===== src/verilog/icache_config.svh =====
`ifndef ICACHE_CONFIG_SVH
`define ICACHE_CONFIG_SVH

// Cache geometry
`define ICACHE_WAYS 2
`define ICACHE_SETS 16
`define ICACHE_LINE_WORDS 4

// Word address split, log2 of sets and line words
`define ICACHE_INDEX_BITS 4
`define ICACHE_OFFSET_BITS 2

// Master side
`define SDRAM_WIDTH 32
`define IBURSTCOUNTWIDTH 3

`endif


===== src/verilog/icache_state_pkg.sv =====
package icache_state_pkg;

	// Refill controller states
	typedef enum logic [2:0] {
		IDLE,
		LOOKUP,
		BURST_REQ,
		BURST_DATA,
		RESPOND
	} refill_state_t;

endpackage


===== src/verilog/icache_types_pkg.sv =====
`include "icache_config.svh"

package icache_types_pkg;

	typedef logic [29:0] word_addr_t;
	typedef logic [31:0] byte_addr_t;
	typedef logic [31:0] word_t;

	// Tag is whatever is left of the word address above index and offset
	typedef logic [29-`ICACHE_INDEX_BITS-`ICACHE_OFFSET_BITS:0] tag_t;
	typedef logic [`ICACHE_INDEX_BITS-1:0] index_t;
	typedef logic [`ICACHE_OFFSET_BITS-1:0] offset_t;

	typedef logic [$clog2(`ICACHE_WAYS)-1:0] way_sel_t;
	typedef logic [`IBURSTCOUNTWIDTH-1:0] burst_cnt_t;

endpackage


===== src/verilog/icache_av_slave.sv =====
`timescale 1ns/1ps
`include "icache_config.svh"

module icache_av_slave (
	input  logic                          clk,
	input  logic                          reset_n,

	input  icache_types_pkg::word_addr_t  address,
	input  logic                          read,
	output icache_types_pkg::word_t       readdata,
	output logic                          readdatavalid,
	output logic                          waitrequest,

	output logic                          req_valid,
	output icache_types_pkg::index_t      req_index,
	output icache_types_pkg::tag_t        req_tag,
	output icache_types_pkg::offset_t     req_offset,

	input  logic                          resp_valid,
	input  icache_types_pkg::word_t       resp_data
);

	localparam int INDEX_LO = `ICACHE_OFFSET_BITS;
	localparam int TAG_LO = `ICACHE_OFFSET_BITS + `ICACHE_INDEX_BITS;

	logic outstanding;
	logic accept;

	assign accept = read & ~waitrequest;

	// Only one read in flight, so the port stalls until its answer shows up
	assign waitrequest = ~reset_n | (outstanding & ~resp_valid);
	assign readdatavalid = resp_valid & outstanding;
	assign readdata = resp_data;

	always_ff @(posedge clk)
	begin
		if (!reset_n)
		begin
			outstanding <= 1'b0;
			req_valid <= 1'b0;
		end
		else
		begin
			req_valid <= accept;
			if (accept)
				outstanding <= 1'b1;
			else if (readdatavalid)
				outstanding <= 1'b0;
		end
	end

	// Request fields hold until the next accepted read
	always_ff @(posedge clk)
	begin
		if (accept)
		begin
			req_offset <= address[INDEX_LO-1:0];
			req_index <= address[TAG_LO-1:INDEX_LO];
			req_tag <= address[$bits(icache_types_pkg::word_addr_t)-1:TAG_LO];
		end
	end

endmodule


===== src/verilog/icache_refill.sv =====
`timescale 1ns/1ps
`include "icache_config.svh"

module icache_refill (
	input  logic                                             clk,
	input  logic                                             reset_n,

	input  logic                                             req_valid,
	input  icache_types_pkg::index_t                         req_index,
	input  icache_types_pkg::tag_t                           req_tag,
	input  icache_types_pkg::offset_t                        req_offset,

	input  logic [`ICACHE_WAYS-1:0]                          way_valid,
	input  icache_types_pkg::tag_t [`ICACHE_WAYS-1:0]        way_tag,
	input  icache_types_pkg::word_t [`ICACHE_WAYS-1:0]       way_word,

	output icache_types_pkg::way_sel_t                       fill_way,
	output logic                                             fill_en,
	output logic                                             fill_tag_en,
	output icache_types_pkg::index_t                         fill_index,
	output icache_types_pkg::offset_t                        fill_offset,
	output icache_types_pkg::tag_t                           fill_tag,
	output icache_types_pkg::word_t                          fill_data,

	output logic                                             resp_valid,
	output icache_types_pkg::word_t                          resp_data,

	output icache_types_pkg::byte_addr_t                     master_address,
	output logic                                             master_read,
	output logic                                             master_beginbursttransfer,
	output icache_types_pkg::burst_cnt_t                     master_burstcount,
	input  logic [`SDRAM_WIDTH-1:0]                          master_readdata,
	input  logic                                             master_readdatavalid,
	input  logic                                             master_waitrequest
);

	icache_state_pkg::refill_state_t state;
	icache_types_pkg::way_sel_t rr_ptr [`ICACHE_SETS];
	icache_types_pkg::way_sel_t victim;
	icache_types_pkg::offset_t beat;
	logic burst_first;
	logic hit_any;
	icache_types_pkg::word_t hit_word;
	logic master_accept;
	logic last_beat;

	always_comb
	begin
		hit_any = 1'b0;
		hit_word = way_word[0];
		for (int w = 0; w < `ICACHE_WAYS; w++)
		begin
			if (way_valid[w] && way_tag[w] == req_tag)
			begin
				hit_any = 1'b1;
				hit_word = way_word[w];
			end
		end
	end

	// Burst always starts at word 0 of the line
	assign master_address = {req_tag, req_index, {`ICACHE_OFFSET_BITS{1'b0}}, 2'b00};
	assign master_burstcount = icache_types_pkg::burst_cnt_t'(`ICACHE_LINE_WORDS);
	assign master_read = (state == icache_state_pkg::BURST_REQ);
	assign master_beginbursttransfer = master_read & burst_first;
	assign master_accept = master_read & ~master_waitrequest;

	assign last_beat = (beat == icache_types_pkg::offset_t'(`ICACHE_LINE_WORDS - 1));
	assign fill_en = (state == icache_state_pkg::BURST_DATA) & master_readdatavalid;
	assign fill_tag_en = fill_en & last_beat;
	assign fill_way = victim;
	assign fill_index = req_index;
	assign fill_offset = beat;
	assign fill_tag = req_tag;
	assign fill_data = master_readdata;

	assign resp_valid = (state == icache_state_pkg::RESPOND);

	always_ff @(posedge clk)
	begin
		if (!reset_n)
		begin
			state <= icache_state_pkg::IDLE;
			burst_first <= 1'b0;
			beat <= '0;
			victim <= '0;
			for (int s = 0; s < `ICACHE_SETS; s++)
				rr_ptr[s] <= '0;
		end
		else
		begin
			case (state)
			icache_state_pkg::IDLE:
				if (req_valid)
					state <= icache_state_pkg::LOOKUP;
			icache_state_pkg::LOOKUP:
				if (hit_any)
					state <= icache_state_pkg::RESPOND;
				else
				begin
					victim <= rr_ptr[req_index];
					rr_ptr[req_index] <= icache_types_pkg::way_sel_t'(rr_ptr[req_index] + 1'b1);
					burst_first <= 1'b1;
					state <= icache_state_pkg::BURST_REQ;
				end
			icache_state_pkg::BURST_REQ:
			begin
				burst_first <= 1'b0;
				if (master_accept)
				begin
					beat <= '0;
					state <= icache_state_pkg::BURST_DATA;
				end
			end
			icache_state_pkg::BURST_DATA:
				if (master_readdatavalid)
				begin
					beat <= beat + 1'b1;
					if (last_beat)
						state <= icache_state_pkg::RESPOND;
				end
			default:
				state <= icache_state_pkg::IDLE;
			endcase
		end
	end

	// Requested word comes either from the hit way or as it streams past in the burst
	always_ff @(posedge clk)
	begin
		if (state == icache_state_pkg::LOOKUP && hit_any)
			resp_data <= hit_word;
		else if (fill_en && beat == req_offset)
			resp_data <= master_readdata;
	end

endmodule


===== src/verilog/icache_top.sv =====
`timescale 1ns/1ps
`include "icache_config.svh"

module icache_top (
	input  logic                          clk,
	input  logic                          reset_n,

	input  icache_types_pkg::word_addr_t  address,
	input  logic                          read,
	output icache_types_pkg::word_t       readdata,
	output logic                          readdatavalid,
	output logic                          waitrequest,

	output icache_types_pkg::byte_addr_t  master_address,
	output logic                          master_read,
	output logic                          master_beginbursttransfer,
	output icache_types_pkg::burst_cnt_t  master_burstcount,
	input  logic [`SDRAM_WIDTH-1:0]       master_readdata,
	input  logic                          master_readdatavalid,
	input  logic                          master_waitrequest
);

	logic req_valid;
	icache_types_pkg::index_t req_index;
	icache_types_pkg::tag_t req_tag;
	icache_types_pkg::offset_t req_offset;
	logic resp_valid;
	icache_types_pkg::word_t resp_data;

	logic [`ICACHE_WAYS-1:0] way_valid;
	icache_types_pkg::tag_t [`ICACHE_WAYS-1:0] way_tag;
	icache_types_pkg::word_t [`ICACHE_WAYS-1:0] way_word;

	icache_types_pkg::way_sel_t fill_way;
	logic fill_en;
	logic fill_tag_en;
	icache_types_pkg::index_t fill_index;
	icache_types_pkg::offset_t fill_offset;
	icache_types_pkg::tag_t fill_tag;
	icache_types_pkg::word_t fill_data;

	icache_av_slave u_slave (
		.clk            (clk),
		.reset_n        (reset_n),
		.address        (address),
		.read           (read),
		.readdata       (readdata),
		.readdatavalid  (readdatavalid),
		.waitrequest    (waitrequest),
		.req_valid      (req_valid),
		.req_index      (req_index),
		.req_tag        (req_tag),
		.req_offset     (req_offset),
		.resp_valid     (resp_valid),
		.resp_data      (resp_data)
	);

	genvar g;
	generate
		for (g = 0; g < `ICACHE_WAYS; g++)
		begin : g_way
			logic way_fill_en;
			logic way_fill_tag_en;

			// Only the victim way sees the fill strobes
			assign way_fill_en = fill_en & (fill_way == icache_types_pkg::way_sel_t'(g));
			assign way_fill_tag_en = fill_tag_en & (fill_way == icache_types_pkg::way_sel_t'(g));

			icache_way u_way (
				.clk            (clk),
				.reset_n        (reset_n),
				.lookup_en      (req_valid),
				.lookup_index   (req_index),
				.lookup_offset  (req_offset),
				.hit_valid      (way_valid[g]),
				.hit_tag        (way_tag[g]),
				.hit_word       (way_word[g]),
				.fill_en        (way_fill_en),
				.fill_tag_en    (way_fill_tag_en),
				.fill_index     (fill_index),
				.fill_offset    (fill_offset),
				.fill_tag       (fill_tag),
				.fill_data      (fill_data)
			);
		end
	endgenerate

	icache_refill u_refill (
		.clk                        (clk),
		.reset_n                    (reset_n),
		.req_valid                  (req_valid),
		.req_index                  (req_index),
		.req_tag                    (req_tag),
		.req_offset                 (req_offset),
		.way_valid                  (way_valid),
		.way_tag                    (way_tag),
		.way_word                   (way_word),
		.fill_way                   (fill_way),
		.fill_en                    (fill_en),
		.fill_tag_en                (fill_tag_en),
		.fill_index                 (fill_index),
		.fill_offset                (fill_offset),
		.fill_tag                   (fill_tag),
		.fill_data                  (fill_data),
		.resp_valid                 (resp_valid),
		.resp_data                  (resp_data),
		.master_address             (master_address),
		.master_read                (master_read),
		.master_beginbursttransfer  (master_beginbursttransfer),
		.master_burstcount          (master_burstcount),
		.master_readdata            (master_readdata),
		.master_readdatavalid       (master_readdatavalid),
		.master_waitrequest         (master_waitrequest)
	);

endmodule


===== src/verilog/icache_way.sv =====
`timescale 1ns/1ps
`include "icache_config.svh"

module icache_way (
	input  logic                       clk,
	input  logic                       reset_n,

	input  logic                       lookup_en,
	input  icache_types_pkg::index_t   lookup_index,
	input  icache_types_pkg::offset_t  lookup_offset,
	output logic                       hit_valid,
	output icache_types_pkg::tag_t     hit_tag,
	output icache_types_pkg::word_t    hit_word,

	input  logic                       fill_en,
	input  logic                       fill_tag_en,
	input  icache_types_pkg::index_t   fill_index,
	input  icache_types_pkg::offset_t  fill_offset,
	input  icache_types_pkg::tag_t     fill_tag,
	input  icache_types_pkg::word_t    fill_data
);

	logic [`ICACHE_SETS-1:0] valid;
	icache_types_pkg::tag_t tag_mem [`ICACHE_SETS];
	icache_types_pkg::word_t data_mem [`ICACHE_SETS][`ICACHE_LINE_WORDS];

	// Valid bits and the registered hit flag
	always_ff @(posedge clk)
	begin
		if (!reset_n)
		begin
			valid <= '0;
			hit_valid <= 1'b0;
		end
		else
		begin
			if (fill_tag_en)
				valid[fill_index] <= 1'b1;
			if (lookup_en)
				hit_valid <= valid[lookup_index];
		end
	end

	always_ff @(posedge clk)
	begin
		if (fill_en)
			data_mem[fill_index][fill_offset] <= fill_data;
		if (fill_tag_en)
			tag_mem[fill_index] <= fill_tag;
		if (lookup_en)
		begin
			hit_tag <= tag_mem[lookup_index];
			hit_word <= data_mem[lookup_index][lookup_offset];
		end
	end

endmodule

===== config.mk =====
export PLATFORM = sky130hd
export DESIGN_NAME = icache_top
export DESIGN_NICKNAME = d
export VERILOG_FILES = /design/src/verilog/icache_state_pkg.sv /design/src/verilog/icache_types_pkg.sv /design/src/verilog/icache_av_slave.sv /design/src/verilog/icache_refill.sv /design/src/verilog/icache_top.sv /design/src/verilog/icache_way.sv
export VERILOG_INCLUDE_DIRS = /design/src /design/src/verilog
export SDC_FILE = /design/constraint.sdc
export NUM_CORES = 2
export LEC_CHECK = 0
export BUFFER_PORTS_ARGS = -buffer_cell sky130_fd_sc_hd__buf_2
export CAP_MARGIN = 20
export CORE_UTILIZATION = 45
export DETAILED_ROUTE_END_ITERATION = 7
export GPL_ROUTABILITY_DRIVEN = 0
export HOLD_SLACK_MARGIN = 0.05
export PLACE_DENSITY = 0.7
export SLEW_MARGIN = 20
export SYNTH_ARGS = -nofsm -noshare
export SYNTH_HDL_FRONTEND = slang
export SYNTH_MEMORY_MAX_BITS = 65536
export SYNTH_SLANG_ARGS = --single-unit

===== constraint.sdc =====
create_clock -name clk -period 8.4 [get_ports clk]
set_clock_uncertainty 0.1 [all_clocks]
set_input_delay 1.68 -clock clk [delete_from_list [all_inputs] [get_ports clk]]
set_output_delay 1.68 -clock clk [all_outputs]
set_load 0.02 [all_outputs]

==> flow_summary.toml <==
[status]
status = "completed"

[critical_path]
path_cells = "buf_12, buf_4, mux4_2, o221ai_1, a21oi_1, o22ai_1, nor2_1"
cpLargestDelayFamily = "compound AO/OA/AOI/OAI gates"
cp-end-kind = "flop"
cpMaxStageDelayCell = "a21oi_1"
critical_path_buf_inv_count = 2
crit_fanout = 94
critical_path_arrival_ns = 5.83
critPathMaxStageDelay_ns = 0.96
required_ns = 9.15
crit_type = "reg2reg"
start_kind = "flop"

[sta]
fin_crit_sh_pct = 60.4
slew_headroom_pct = 10.0
hold_violations = 0
setup_viol = 0
layout_min_cycle_time_ns = 5.07
max_freq_ghz = 0.197
rsz0062_at_grt = "false"
worstMarginPinSlew_ns = 1.35
drv_slew = 0
hold_ws_ns = 0.363
finalSetupTns_ns = 0

[routing]
wl_microns = 509000
routedWlPerCell_microns = 35.0
route.detailed.drc = 0
num_vias = 91400
routed_via_density = 6.29
drtIter0Drc = 14200
dr_wl_met3_microns = 66300
drtPass1Iterations = 6
drt-met1-wl_microns = 190000
final_antenna_net_count = 0
highest_layer = "met5"
dr_wl_met2_microns = 232000

[layout]
syn2layout_area_growth_pct = 12.6
utilization_pct = 50.9
nets = 8518
nFillCells = 32300
drive_above_1_share_pct = 29.9

[synth]
avgSynthCellArea_sq_um = 23.8
synth_cell_types = 45
synthFlopType = "edfxtp_1"
yosys_register_bits = 5101
syn_area_sq_mm = 0.193
syn-instance-count = 8114
seq_area_frac_synth_pct = 78.9
synth_warnings = 0
synth_edf_count = 5038
async_flop_share_pct = 0

[grt]
grt_pass1_vias = 89000
grt_pass1_wl_microns = 704000
grt_remaining_overflow = 0
grt_antenna_before_repair = 47
grt_usage_pct = 23.2
grt_max_degree = 140

[clock_network]
cts_resized = 0
root_buffer = "clkbuf_16"
clkSinkCount = 5101
clk_pin_slew_ns = 0.06
cts_made_buffers = 470
clock_latency_ns = 1.00
max-clock-path-buffers = 4
cts_hold_buffers = 0
h-tree-depth = 5
cts_tree = "done"
post_cts_buffers = 0

[flow_run]
max_cap_violations = 0

[power_and_ir_drop]
peakVddDrop_v = 0.000177
powerDensity_mw_per_mm2 = 238
p_leak_nw = 66.3

[floorplanning]
dieHeight_microns = 657
die_w_microns = 657
coreArea_sq_mm = 0.428
die_area_sq_mm = 0.432
ioPinCount = 138
start_util_pct = 45.2
row_count = 240

[hold_path]
hp-class = "reg2reg"

[place]
port_buffers = 130
dp_hpwl_microns = 302000
-- state kept, by name (all words and copies together), names as in the netlist, 2 cells and up, named ones only --
name and count:
g_way.u_way.data_mem 4096, g_way.u_way.hit_tag 48, g_way.u_way.hit_valid 2, g_way.u_way.hit_word 64, g_way.u_way.tag_mem 768, g_way.u_way.valid 32
u_refill.fill_offset 2, u_refill.resp_data 32, u_refill.rr_ptr 16, u_refill.state 3, u_slave.req_index 4, u_slave.req_offset 2
u_slave.req_tag 24
-- layout make-up --
type	count	area [sq um]	area share, %
repair buffers	324	2920	1.34
multi-input cells	2538	40100	18.4
diodes	12	30.0	0.0138
inverters	12	45.0	0.0207
clock buffers	589	12400	5.70
flip-flops and latches	5101	153000	70.1
clock inverters	273	2540	1.17
well taps	5687	7120	3.27
-- report_power, final --
part / internal [mW] / switching, mW / leakage, nW
Clock: 11.8 / 9.23 / 7.30
Sequential: 28.0 / 0.0686 / 45.8
Combinational: 0.915 / 1.80 / 13.2
-- layout by cell type, fill, tap and decap left out, types with 24 or more instances in the layout --
cell type	synthesis	routed
edfxtp_1	5038	5038
mux4_2	1372	1372
clkbuf_16	0	479
buf_4	20	176
nor2_4	0	163
a22oi_1	129	128
clkbuf_1	247	108
clkinv_1	0	103
buf_2	154	98
o22ai_1	93	92
mux2_2	86	86
clkinv_2	0	85
mux2i_1	84	84
nand2_1	94	80
a21oi_1	81	77
dfxtp_1	63	58
nor2_1	218	54
a211oi_1	53	53
xnor2_1	50	50
o221ai_1	46	46
bufinv_16	0	44
nor2b_1	47	42
buf_12	0	33
o21a_1	32	32
nand3_1	31	24
-- routing by layer --
layer / up-vias / track usage, %
met5: - / 0
met4: 16 / 7.70
met3: 779 / 5.54
met2: 6167 / 34.8
met1: 48800 / 33.6
li1: 35600 / -
-- stage by stage --
stage | std cells | area, sq um | setup WS, ns | power (mW)
2_1_floorplan | 8119 | 193000 | 3.90 | 29.9
3_3_place_gp | 13600 | 202000 | 3.15 | 31.2
3_5_place_dp | 13600 | 202000 | 3.12 | 31.3
4_1_cts | 14500 | 217000 | 3.36 | 51.9
5_1_grt | 14500 | 218000 | 3.09 | 52.9
6_report | 14500 | 218000 | 3.33 | 51.8
-- Yosys cell counts, types with 18 or more instances --
cell type,number,area share [%]
nor2_1,218,0.42
edfxtp_1,5038,78
a21oi_1,81,0.21
nand3_1,31,0.080
buf_2,154,0.40
mux2i_1,84,0.43
nand2_1,94,0.18
o221ai_1,46,0.21
buf_4,20,0.078
mux2_2,86,0.50
a22oi_1,129,0.50
a221oi_1,18,0.082
dfxtp_1,63,0.65
o21a_1,32,0.12
xnor2_1,50,0.23
clkbuf_1,247,0.48
nor2b_1,47,0.15
buf_1,43,0.083
a211oi_1,53,0.21
mux4_2,1372,16
o22ai_1,93,0.30
-- kinds of logic (layout without fill, tap and decap cells) --
| family | count (synthesis) | after routing | share of synthesized area, % |
|---|---|---|---|
| xor gates and xnor gates | 50 | 50 | 0.227 |
| AOI/OAI and AO/OA | 509 | 509 | 1.87 |
| DFF | 5101 | 5101 | 78.9 |
| muxes | 1542 | 1542 | 16.9 |
| buffers and inverters | 480 | 1198 | 1.09 |
| and+or+nand+nor | 426 | 426 | 0.955 |
| adders and majority gates | 4 | 4 | 0.0259 |
| other | 2 | 19 | 0.00388 |
-- worst paths after layout --
kind,from,to,slack (ns),cells past startpoint
setup / recovery,flop,g_way[1].u_way.hit_word[24],3.33,7
hold / removal,g_way[0].u_way.valid[14],g_way[0].u_way.valid[14],0.36,1
setup reg to reg,flop,g_way[1].u_way.hit_word[24],3.33,7
hold reg to reg,g_way[0].u_way.valid[14],g_way[0].u_way.valid[14],0.36,1
Power figures use the tool's default switching activity.
